[config.mk]
export PLATFORM = sky130hd
export DESIGN_NAME = earthrise_top
export DESIGN_NICKNAME = d
export VERILOG_FILES = /design/src/logic/isa_pkg.sv /design/src/logic/gfx_pkg.sv /design/src/logic/pixel_if.sv /design/src/logic/earthrise_top.sv /design/src/logic/vram_pack.sv /design/src/logic/colour_lane.sv /design/src/logic/canvas_agu.sv /design/src/logic/cmd_engine.sv /design/src/logic/span_gen.sv
export VERILOG_INCLUDE_DIRS = /design/src /design/src/logic
export SDC_FILE = /design/constraint.sdc
export NUM_CORES = 1
export LEC_CHECK = 0
export ABC_AREA = 1
export BUFFER_PORTS_ARGS = -buffer_cell sky130_fd_sc_hd__clkbuf_2
export CORE_UTILIZATION = 62
export DETAILED_ROUTE_END_ITERATION = 12
export PLACE_DENSITY = 0.79
export SLEW_MARGIN = 20
export SYNTH_ARGS = -nofsm -noshare
export SYNTH_HDL_FRONTEND = slang
export SYNTH_SLANG_ARGS = --single-unit
[constraint.sdc]
create_clock -name clk -period 6.5 [get_ports clk]
set_input_delay 0.65 -clock clk [delete_from_list [all_inputs] [get_ports clk]]
set_output_delay 0.65 -clock clk [all_outputs]
set_load 0.03 [all_outputs]
[src/logic/er_settings.svh]
// Build-time sizes for the graphics engine.
// The pixel path is built for a latency of exactly 3 cycles.
`ifndef ER_SETTINGS_SVH
`define ER_SETTINGS_SVH

`define ER_WORD 32         // machine and vram word
`define ER_CORD_W 12       // signed integer coordinate
`define ER_COLR_W 8        // colour register width
`define ER_CMD_ADDR_W 10   // command list word address
`define ER_VRAM_ADDR_W 14  // vram word address
`define ER_PIX_LAT 3       // pixel to vram write latency

`endif
[src/logic/isa_pkg.sv]
// Instruction set of the command list. Instructions are 16 bits,
// two per word, lower half first.
`default_nettype none

package isa_pkg;

    typedef enum logic [3:0] {
        vx0     = 4'h0,
        vy0     = 4'h1,
        vy1     = 4'h2,
        vx1     = 4'h3,
        trans_x = 4'h8,
        trans_y = 4'h9,
        ctrl    = 4'hc,
        draw    = 4'hd
    } opcode_e;

    typedef enum logic [3:0] {
        line_colr_a = 4'h0,
        line_colr_b = 4'h1,
        fill_colr_a = 4'h2,
        fill_colr_b = 4'h3,
        nop         = 4'hc,
        stop        = 4'he
    } ctrl_fun_e;

    typedef enum logic [3:0] {
        pixel = 4'h0,
        hline = 4'h1,  // y0 must equal y1
        rect  = 4'h4   // always filled
    } draw_fun_e;

    typedef enum logic [3:0] {
        idle, fetch, decode, exec, span_init, span_run, done
    } eng_state_e;

    localparam int OPT_FILL = 0;  // fill colour instead of line colour
    localparam int OPT_COLR = 1;  // colour B instead of A

    typedef struct packed {
        logic [3:0] opcode;
        logic [3:0] fun;
        logic [3:0] hi;
        logic [3:0] lo;
    } instr_t;

endpackage

`default_nettype wire

[src/logic/gfx_pkg.sv]
// Pixel, colour and vram word types shared by the draw path.
// Coordinates are signed integers with no fraction bits.
`default_nettype none

`include "er_settings.svh"

package gfx_pkg;

    typedef logic signed [`ER_CORD_W-1:0] cord_t;  // screen coordinate
    typedef logic [`ER_COLR_W-1:0] colr_t;
    typedef logic [4:0] bpp_t;  // only 1, 2, 4 and 8 are real depths
    typedef logic [`ER_WORD-1:0] word_t;
    typedef logic [$clog2(`ER_WORD)-1:0] pix_id_t;  // pixel slot inside a word

endpackage

`default_nettype wire

[src/logic/pixel_if.sv]
// One plotted pixel per cycle while plot is high. No handshake,
// the consumers must take every pixel.
`timescale 1ns/1ps
`default_nettype none

interface pixel_if;
    import gfx_pkg::*;

    logic  plot;  // write strobe
    cord_t x;
    cord_t y;
    colr_t colr;

    modport engine (output plot, x, y, colr);
    modport agu (input plot, x, y);
    modport lane (input plot, colr);
endinterface

`default_nettype wire

[src/logic/earthrise_top.sv]
// Vector graphics engine top. The vram must take one write per cycle,
// and vram outputs follow each plotted pixel by 3 cycles.
// Canvas bpp of 1, 2, 4 or 8; other values act as 4.
`timescale 1ns/1ps
`default_nettype none

`include "er_settings.svh"

module earthrise_top (
    input  wire logic clk,
    input  wire logic rst,
    input  wire logic start,
    input  wire gfx_pkg::cord_t canv_w,
    input  wire gfx_pkg::cord_t canv_h,
    input  wire gfx_pkg::bpp_t canv_bpp,
    input  wire logic [`ER_WORD-1:0] cmd_list,
    output logic [`ER_CMD_ADDR_W+1:0] pc,
    input  wire logic [`ER_VRAM_ADDR_W-1:0] addr_base,
    output logic [`ER_VRAM_ADDR_W-1:0] vram_addr,
    output logic [`ER_WORD-1:0] vram_din,
    output logic [`ER_WORD-1:0] vram_wmask,
    output logic busy,
    output logic done,
    output logic instr_invalid
);
    import gfx_pkg::*;

    pix_id_t pix_id;
    logic clip;
    logic we;
    colr_t field;

    pixel_if pix ();

    cmd_engine engine (
        .clk(clk),
        .rst(rst),
        .start(start),
        .cmd_list(cmd_list),
        .pc(pc),
        .pix(pix),
        .busy(busy),
        .done(done),
        .instr_invalid(instr_invalid)
    );

    canvas_agu agu (
        .clk(clk),
        .rst(rst),
        .canv_w(canv_w),
        .canv_h(canv_h),
        .canv_bpp(canv_bpp),
        .addr_base(addr_base),
        .pix(pix),
        .addr(vram_addr),
        .pix_id(pix_id),
        .clip(clip)
    );

    colour_lane lane (
        .clk(clk),
        .rst(rst),
        .canv_bpp(canv_bpp),
        .pix(pix),
        .we(we),
        .field(field)
    );

    vram_pack pack (
        .canv_bpp(canv_bpp),
        .pix_id(pix_id),
        .clip(clip),
        .we(we),
        .field(field),
        .vram_din(vram_din),
        .vram_wmask(vram_wmask)
    );

endmodule

`default_nettype wire

[src/logic/vram_pack.sv]
// Places the colour field and write mask at the pixel slot of the word.
// Purely combinational. bpp outside 1/2/4/8 acts as 4.
`timescale 1ns/1ps
`default_nettype none

`include "er_settings.svh"

module vram_pack (
    input  wire gfx_pkg::bpp_t canv_bpp,
    input  wire gfx_pkg::pix_id_t pix_id,
    input  wire logic clip,
    input  wire logic we,
    input  wire gfx_pkg::colr_t field,
    output gfx_pkg::word_t vram_din,
    output gfx_pkg::word_t vram_wmask
);
    import gfx_pkg::*;

    localparam int SHW = $clog2(`ER_WORD);

    logic [SHW-1:0] sh;  // pix_id * bpp
    word_t ones;  // bpp ones at bit 0

    always_comb begin
        case (canv_bpp)
            5'd1: begin
                ones = word_t'(8'h01);
                sh = SHW'(pix_id);
            end
            5'd2: begin
                ones = word_t'(8'h03);
                sh = SHW'({pix_id, 1'b0});
            end
            5'd8: begin
                ones = word_t'(8'hff);
                sh = SHW'({pix_id, 3'b000});
            end
            default: begin
                ones = word_t'(8'h0f);
                sh = SHW'({pix_id, 2'b00});
            end
        endcase
        vram_din = word_t'(field) << sh;
        vram_wmask = (we && !clip) ? (ones << sh) : '0;
    end

    // field must already be cut to the canvas depth
    always_comb begin
        if (we && !clip) begin
            assert ((vram_din & ~vram_wmask) == '0) else $error("colour field wider than a pixel");
        end
    end

endmodule

`default_nettype wire

[src/logic/colour_lane.sv]
// Delays write enable and colour to line up with the address path.
// Colour is cut to the canvas depth, bpp outside 1/2/4/8 acts as 4.
`timescale 1ns/1ps
`default_nettype none

`include "er_settings.svh"

module colour_lane (
    input  wire logic clk,
    input  wire logic rst,
    input  wire gfx_pkg::bpp_t canv_bpp,
    pixel_if.lane pix,
    output logic we,
    output gfx_pkg::colr_t field
);
    import gfx_pkg::*;

    localparam int LAT = `ER_PIX_LAT;

    logic [LAT-1:0] we_sr;
    colr_t colr_d [LAT];
    colr_t depth_mask;

    always_comb begin
        case (canv_bpp)
            5'd1: depth_mask = colr_t'(8'h01);
            5'd2: depth_mask = colr_t'(8'h03);
            5'd8: depth_mask = colr_t'(8'hff);
            default: depth_mask = colr_t'(8'h0f);
        endcase
    end

    always_ff @(posedge clk) begin
        if (rst) begin
            we_sr <= '0;
        end else begin
            we_sr <= {we_sr[LAT-2:0], pix.plot};
        end
    end

    always_ff @(posedge clk) begin
        colr_d[0] <= pix.colr & depth_mask;  // field sits at bit 0
        for (int i = 1; i < LAT; i++) begin
            colr_d[i] <= colr_d[i-1];
        end
    end

    assign we = we_sr[LAT-1];
    assign field = colr_d[LAT-1];

endmodule

`default_nettype wire

[src/logic/canvas_agu.sv]
// Clip test and vram address for each plotted pixel, 3 cycles deep.
// bpp other than 1, 2, 4 or 8 is treated as 4. Canvas size must be positive.
`timescale 1ns/1ps
`default_nettype none

`include "er_settings.svh"

module canvas_agu (
    input  wire logic clk,
    input  wire logic rst,
    input  wire gfx_pkg::cord_t canv_w,
    input  wire gfx_pkg::cord_t canv_h,
    input  wire gfx_pkg::bpp_t canv_bpp,
    input  wire logic [`ER_VRAM_ADDR_W-1:0] addr_base,
    pixel_if.agu pix,
    output logic [`ER_VRAM_ADDR_W-1:0] addr,
    output gfx_pkg::pix_id_t pix_id,
    output logic clip
);
    import gfx_pkg::*;

    localparam int IDXW = 2 * $bits(cord_t);

    logic [2:0] shift;  // 5 - log2(bpp)
    pix_id_t pid_mask;
    logic signed [IDXW-1:0] idx1;  // y * w + x
    logic [IDXW-1:0] word2;
    pix_id_t pid2;
    logic clip1, clip2;

    if (`ER_PIX_LAT != 3) begin : g_lat_check
        $error("canvas_agu has a fixed 3-stage pipeline");
    end

    always_comb begin
        case (canv_bpp)
            5'd1: shift = 3'd5;
            5'd2: shift = 3'd4;
            5'd8: shift = 3'd2;
            default: shift = 3'd3;
        endcase
        pid_mask = pix_id_t'((32'd1 << shift) - 32'd1);
    end

    always_ff @(posedge clk) begin
        if (pix.plot) begin
            idx1 <= pix.y * canv_w + pix.x;  // stage 1
        end
        word2 <= idx1 >> shift;  // stage 2
        pid2 <= pix_id_t'(idx1) & pid_mask;
        addr <= addr_base + word2[`ER_VRAM_ADDR_W-1:0];  // stage 3
        pix_id <= pid2;
    end

    always_ff @(posedge clk) begin
        if (rst) begin
            clip1 <= 1'b1;
            clip2 <= 1'b1;
            clip <= 1'b1;
        end else begin
            if (pix.plot) begin
                clip1 <= (pix.x < 0) || (pix.y < 0) || (pix.x >= canv_w) || (pix.y >= canv_h);
            end
            clip2 <= clip1;
            clip <= clip2;
        end
    end

endmodule

`default_nettype wire

[src/logic/cmd_engine.sv]
// Fetches two instructions per command word, starting at byte address 0.
// The command ROM must answer one cycle after pc changes.
// busy and done do not cover the 3 cycles of pixel path latency.
`timescale 1ns/1ps
`default_nettype none

`include "er_settings.svh"

module cmd_engine (
    input  wire logic clk,
    input  wire logic rst,
    input  wire logic start,
    input  wire gfx_pkg::word_t cmd_list,
    output logic [`ER_CMD_ADDR_W+1:0] pc,
    pixel_if.engine pix,
    output logic busy,
    output logic done,
    output logic instr_invalid
);
    import gfx_pkg::*;
    import isa_pkg::*;

    localparam int PCW = `ER_CMD_ADDR_W + 3;  // top bit flags overflow
    localparam int IW = $bits(instr_t);

    eng_state_e state;
    logic [PCW-1:0] pc_r;  // byte address of next instruction
    instr_t instr;
    instr_t ir;  // instruction under execution
    cord_t imm12;
    colr_t imm8;
    cord_t tx0, ty0, tx1, ty1;  // translated vertices
    cord_t xt, yt;
    colr_t lca, lcb, fca, fcb;
    cord_t row, row_end;  // current and last span row
    logic span_start, span_valid, span_done;
    cord_t span_x;

    assign pc = pc_r[PCW-2:0];
    assign instr = pc_r[1] ? cmd_list[2*IW-1:IW] : cmd_list[IW-1:0];
    assign imm12 = cord_t'({ir.fun, ir.hi, ir.lo});
    assign imm8 = {ir.hi, ir.lo};
    assign span_start = (state == span_init);
    assign busy = (state != idle) && (state != isa_pkg::done);
    assign done = (state == isa_pkg::done);

    always_ff @(posedge clk) begin
        pix.plot <= 1'b0;
        case (state)
            fetch: state <= decode;  // rom word valid next cycle
            decode: begin
                if (pc_r[PCW-1]) begin
                    state <= isa_pkg::done;  // ran off the end of the list
                end else begin
                    ir <= instr;
                    pc_r <= pc_r + PCW'(2);
                    state <= exec;
                end
            end
            exec: begin
                state <= fetch;
                case (opcode_e'(ir.opcode))
                    vx0: tx0 <= imm12 + xt;
                    vy0: ty0 <= imm12 + yt;
                    vx1: tx1 <= imm12 + xt;
                    vy1: ty1 <= imm12 + yt;
                    trans_x: xt <= imm12;
                    trans_y: yt <= imm12;
                    ctrl: begin
                        case (ctrl_fun_e'(ir.fun))
                            line_colr_a: lca <= imm8;
                            line_colr_b: lcb <= imm8;
                            fill_colr_a: fca <= imm8;
                            fill_colr_b: fcb <= imm8;
                            nop: state <= fetch;
                            stop: state <= isa_pkg::done;
                            default: begin
                                state <= isa_pkg::done;
                                instr_invalid <= 1'b1;
                            end
                        endcase
                    end
                    draw: begin
                        pix.colr <= imm8[OPT_FILL] ? (imm8[OPT_COLR] ? fcb : fca)
                                                   : (imm8[OPT_COLR] ? lcb : lca);
                        case (draw_fun_e'(ir.fun))
                            pixel: begin
                                pix.plot <= 1'b1;
                                pix.x <= tx0;
                                pix.y <= ty0;
                            end
                            hline: begin
                                if (ty0 == ty1) begin
                                    row <= ty0;
                                    row_end <= ty0;
                                    state <= span_init;
                                end else begin
                                    state <= isa_pkg::done;  // sloped lines not supported
                                    instr_invalid <= 1'b1;
                                end
                            end
                            rect: begin
                                row <= (ty0 < ty1) ? ty0 : ty1;
                                row_end <= (ty0 < ty1) ? ty1 : ty0;
                                state <= span_init;
                            end
                            default: begin
                                state <= isa_pkg::done;
                                instr_invalid <= 1'b1;
                            end
                        endcase
                    end
                    default: begin
                        state <= isa_pkg::done;
                        instr_invalid <= 1'b1;
                    end
                endcase
            end
            span_init: state <= span_run;  // span_gen latches x0 and x1
            span_run: begin
                pix.plot <= span_valid;
                pix.x <= span_x;
                pix.y <= row;
                if (span_done) begin
                    if (row == row_end) begin
                        state <= fetch;
                    end else begin
                        row <= row + cord_t'(1);
                        state <= span_init;
                    end
                end
            end
            isa_pkg::done: begin
                state <= idle;
                pc_r <= '0;  // every run starts at address 0
            end
            default: begin
                if (start) begin
                    state <= fetch;
                    instr_invalid <= 1'b0;
                end
            end
        endcase
        if (rst) begin
            state <= idle;
            pc_r <= '0;
            pix.plot <= 1'b0;
            instr_invalid <= 1'b0;
            lca <= colr_t'(1);  // nonzero so a bare draw is visible
            lcb <= colr_t'(1);
            fca <= colr_t'(1);
            fcb <= colr_t'(1);
            xt <= '0;
            yt <= '0;
        end
    end

    span_gen span (
        .clk(clk),
        .rst(rst),
        .start(span_start),
        .x0(tx0),
        .x1(tx1),
        .x(span_x),
        .valid(span_valid),
        .done(span_done)
    );

    // every cycle of a running span must carry a column
    assert property (@(posedge clk) disable iff (rst) (state == span_run) |-> span_valid)
        else $error("span generator stopped in the middle of a span");

endmodule

`default_nettype wire

[src/logic/span_gen.sv]
// Walks x from x0 to x1 inclusive, either direction, one column per cycle.
// start must not be pulsed while a span is still running.
`timescale 1ns/1ps
`default_nettype none

module span_gen (
    input  wire logic clk,
    input  wire logic rst,
    input  wire logic start,
    input  wire gfx_pkg::cord_t x0,
    input  wire gfx_pkg::cord_t x1,
    output gfx_pkg::cord_t x,
    output logic valid,
    output logic done
);
    import gfx_pkg::*;

    cord_t x_end;  // latched end column
    logic step_dn;  // walking toward smaller x
    logic run;

    assign valid = run;
    assign done = run && (x == x_end);  // with the last column

    always_ff @(posedge clk) begin
        if (start) begin
            x <= x0;
            x_end <= x1;
            step_dn <= (x1 < x0);
        end else if (run) begin
            x <= step_dn ? x - cord_t'(1) : x + cord_t'(1);
        end
    end

    always_ff @(posedge clk) begin
        if (rst) begin
            run <= 1'b0;
        end else if (start) begin
            run <= 1'b1;
        end else if (done) begin
            run <= 1'b0;
        end
    end

    assert property (@(posedge clk) disable iff (rst) start |-> !run)
        else $error("span start while a span is running");

endmodule

`default_nettype wire

==> summary.md <==
Timing
* 182.3 MHz — maximum achievable frequency
* 0.03397 ns — Final Skew
* 5.485 ns — final critical-path required period
* 1.015 ns — PnR worst setup slack
* 39.09% — Max transition margin
* 0.3103 ns — post-route worst hold slack
* false — RSZ-0062 raised after global routing
* 84.38% — crit share post-route
* 0 ns — setup total negative slack
* 0 — total setup violations reported at the end of the flow
* 0.9125 ns — transition time at the pin with the least slew margin
* 0 — final slew viol count
* 0 — number of endpoints with negative hold slack in the final report

Layout
* 10.04% — layout cells sized above 1
* 3113 — total number of nets in the final design
* 10.46% — area added between synthesis and finish
* 0 — count of inserted antenna diode cells

Power and ir drop
* 389.7 mW/mm^2 — total power per unit cell area
* 9.225 mW — total chip power
* 11.66 nW — leakage dissipation
* 0.5799 mV — worst vdd ir

Detailed routing
* 2.902 mm — met3 WL post-DR
* 0 — remaining antenna violation count
* 19.59 mm — wire length on met1
* 17.49k — vias post-DR
* 48.67 mm — Total Wirelength
* 5.421 — per-cell via count in the routed design
* 6 — number of detailed-route iterations in the first pass
* 0 — number of DRC violations after detailed routing
* met4 — top routing layer in use
* 1245 — drt first-iter violations
* 15.08 um — Routed WL per cell
* 24.30 mm — wire length on met2

Floorplanning
* 63.43% — effective utilization at floorplan
* 187.9 um — die extent in y
* 187.9 um — die width
* 0.03531 sq mm — full die area
* 171 — I/O Pins
* 0.03378 sq mm — Floorplan Core Area
* 67 — # rows

CTS
* 0 — Post-CTS Repair Setup Buffers
* 0.53 ns — clock latency on the worst-skew pair
* 34 — clock buffers created by TritonCTS
* 306 — TritonCTS sink count
* 2 — H-Tree Level Count
* 3 — CTS Buffer Depth
* done — TritonCTS clock tree
* 0.06 ns — clock slew at the register clock pins of the worst setup and hold paths
* sky130_fd_sc_hd__clkbuf_16 — cell at the root of the clock tree
* 0 — post-cts repair resize count
* 0 — cts hold-fix bufs

Placed design
* 37.55 mm — detailed-placement wirelength estimate
* 169 — input/output buffers
* 0.9315 — global placer's final weighted congestion
* 0.8134 ns — setup slack after placement

Global route
* 0 — initial antenna violation count
* 0 — residual overflow from global routing
* 28.19% — overall track demand over capacity in global routing
* 62 — pin count of the biggest net entering global routing
* 17.44k — number of global-route vias before repair
* 80.91 mm — global-route wire length before repair

Yosys
* 2626 — synthesized instance count
* 36.25% — share of synthesized area occupied by flip-flops and latches
* 53 — post-synth cell types
* 164 — Post-synth EDFFs
* 0% — ys async rst share
* sky130_fd_sc_hd__edfxtp_1 — Primary FF master, synth
* 8.160 sq um — mean area per synthesized cell
* 0 — total of warnings raised by yosys
* 0.02143 sq mm — cell area after synthesis
* 306 — Synth Register Bits

Hold path
* register to register — classification of the worst-slack hold path

Worst setup path
* register to register — CP Class
* register — startpoint class of the critical path
* 13 — Critical Path Fanout Max
* register — endpoint class of the critical path
* 5.75 ns — worst path arrival time
* 6.76 ns — required time of the critical path

Status
* finished clean — run status

Flow run
* 0 — number of max-cap violations

cell type report:
class                           instances  area [sq um]
Multi-Input combinational cell       1788         11600
Sequential cell                       306          7767
Clock inverter                         17         210.2
Timing Repair Buffer                  180         928.4
Inverter                              444          1667
Clock buffer                           44         932.1
Fill cell                            2685         10110
Tap cell                              448         560.5
kinds of logic after synthesis:
kind of cell	share of synthesized area (%)
adders and majority gates	20.96
other	0.03505
and+or+nand+nor	20.78
xor gates and xnor gates	2.861
buffers and inverters	9.721
muxes	0.3737
AOI/OAI and AO/OA	9.021
DFF	36.25
report_power, final:
| group | internal (mW) | switching, mW | leakage [nW] |
|---|---|---|---|
| combinational | 1.79 | 2.85 | 8.46 |
| sequential | 2.46 | 0.193 | 2.64 |
| clock | 1.15 | 0.776 | 0.556 |
| total | 5.41 | 3.82 | 11.7 |
synthesized netlist by cell type (9+ instances only):
cell	n	share of area [%]
sky130_fd_sc_hd__clkbuf_1	59	1.0
sky130_fd_sc_hd__o22ai_1	10	0.29
sky130_fd_sc_hd__xor2_1	38	1.6
sky130_fd_sc_hd__a21oi_1	105	2.5
sky130_fd_sc_hd__edfxtp_1	164	23
sky130_fd_sc_hd__nor2_1	255	4.5
sky130_fd_sc_hd__fa_1	130	12
sky130_fd_sc_hd__o21ai_0	186	4.3
sky130_fd_sc_hd__nand2_1	606	11
sky130_fd_sc_hd__xnor2_1	32	1.3
sky130_fd_sc_hd__inv_1	436	7.6
sky130_fd_sc_hd__nor3_1	22	0.51
sky130_fd_sc_hd__nand4_1	41	1.2
sky130_fd_sc_hd__buf_2	12	0.28
sky130_fd_sc_hd__dfxtp_1	142	13
sky130_fd_sc_hd__buf_4	14	0.49
sky130_fd_sc_hd__nand3_1	105	2.5
sky130_fd_sc_hd__or2_2	10	0.29
sky130_fd_sc_hd__ha_1	151	8.8
sky130_fd_sc_hd__o21bai_1	9	0.32
cell usage in the layout (no fill, tap or decap), types with 22 or more instances in the layout:
| cell type | n |
|---|---|
| sky130_fd_sc_hd__a21oi_1 | 104 |
| sky130_fd_sc_hd__clkbuf_16 | 35 |
| sky130_fd_sc_hd__clkbuf_2 | 171 |
| sky130_fd_sc_hd__dfxtp_1 | 142 |
| sky130_fd_sc_hd__edfxtp_1 | 164 |
| sky130_fd_sc_hd__fa_1 | 130 |
| sky130_fd_sc_hd__ha_1 | 151 |
| sky130_fd_sc_hd__inv_1 | 436 |
| sky130_fd_sc_hd__nand2_1 | 606 |
| sky130_fd_sc_hd__nand3_1 | 105 |
| sky130_fd_sc_hd__nand4_1 | 41 |
| sky130_fd_sc_hd__nor2_1 | 255 |
| sky130_fd_sc_hd__nor3_1 | 22 |
| sky130_fd_sc_hd__o21ai_0 | 186 |
| sky130_fd_sc_hd__xnor2_1 | 32 |
| sky130_fd_sc_hd__xor2_1 | 38 |
sequential cells by signal, indices dropped and copies added (netlist names), 14 cells and up:
register and flops:
agu.idx1 19, agu.word2 14, agu.addr 14, lane.colr_d 24
per-layer routing:
| metal | up-vias | global-route usage, % |
|---|---|---|
| li1 | 8608 | - |
| met1 | 8139 | 33.61 |
| met2 | 609 | 51.01 |
| met3 | 138 | 3.462 |
| met4 | 0 | 12.20 |
| met5 | - | 0 |
stage by stage:
step                std cells  util (%)  area, sq um
floorplan                2627         -        21430
global placement         3166     66.68        22530
detailed placement       3166     66.68        22530
CTS                      3227     70.06        23670
global route             3227     70.06        23670
finish                   3227     70.06        23670
path summary, 6_finish.rpt:
check / startpoint / to / slack (ns) / cells past startpoint
worst max-delay path: engine.pix.y[5] / agu.idx1[18] / 1.02 / 20
worst min-delay path: agu.pid2[4] / agu.pix_id[4] / 0.31 / 0
worst max register to register: engine.pix.y[5] / agu.idx1[18] / 1.02 / 20
worst min register to register: agu.pid2[4] / agu.pix_id[4] / 0.31 / 0
critical path: stages, from the launching register on:
cell                       delay, ns
sky130_fd_sc_hd__edfxtp_1       0.66
sky130_fd_sc_hd__nand2_1        0.16
sky130_fd_sc_hd__inv_1          0.07
sky130_fd_sc_hd__fa_1           0.47
sky130_fd_sc_hd__inv_1          0.05
sky130_fd_sc_hd__fa_1           0.52
sky130_fd_sc_hd__inv_1          0.05
sky130_fd_sc_hd__fa_1           0.49
sky130_fd_sc_hd__inv_1          0.05
sky130_fd_sc_hd__fa_1           0.48
sky130_fd_sc_hd__inv_1          0.06
sky130_fd_sc_hd__fa_1           0.47
sky130_fd_sc_hd__ha_1           0.30
sky130_fd_sc_hd__ha_1           0.37
sky130_fd_sc_hd__nand2_1        0.06
sky130_fd_sc_hd__o21ai_0        0.36
sky130_fd_sc_hd__inv_1          0.11
sky130_fd_sc_hd__o21bai_1       0.23
sky130_fd_sc_hd__nand4_1        0.11
sky130_fd_sc_hd__nand2_1        0.09
sky130_fd_sc_hd__xor2_1         0.06
Power figures use the tool's default switching activity.
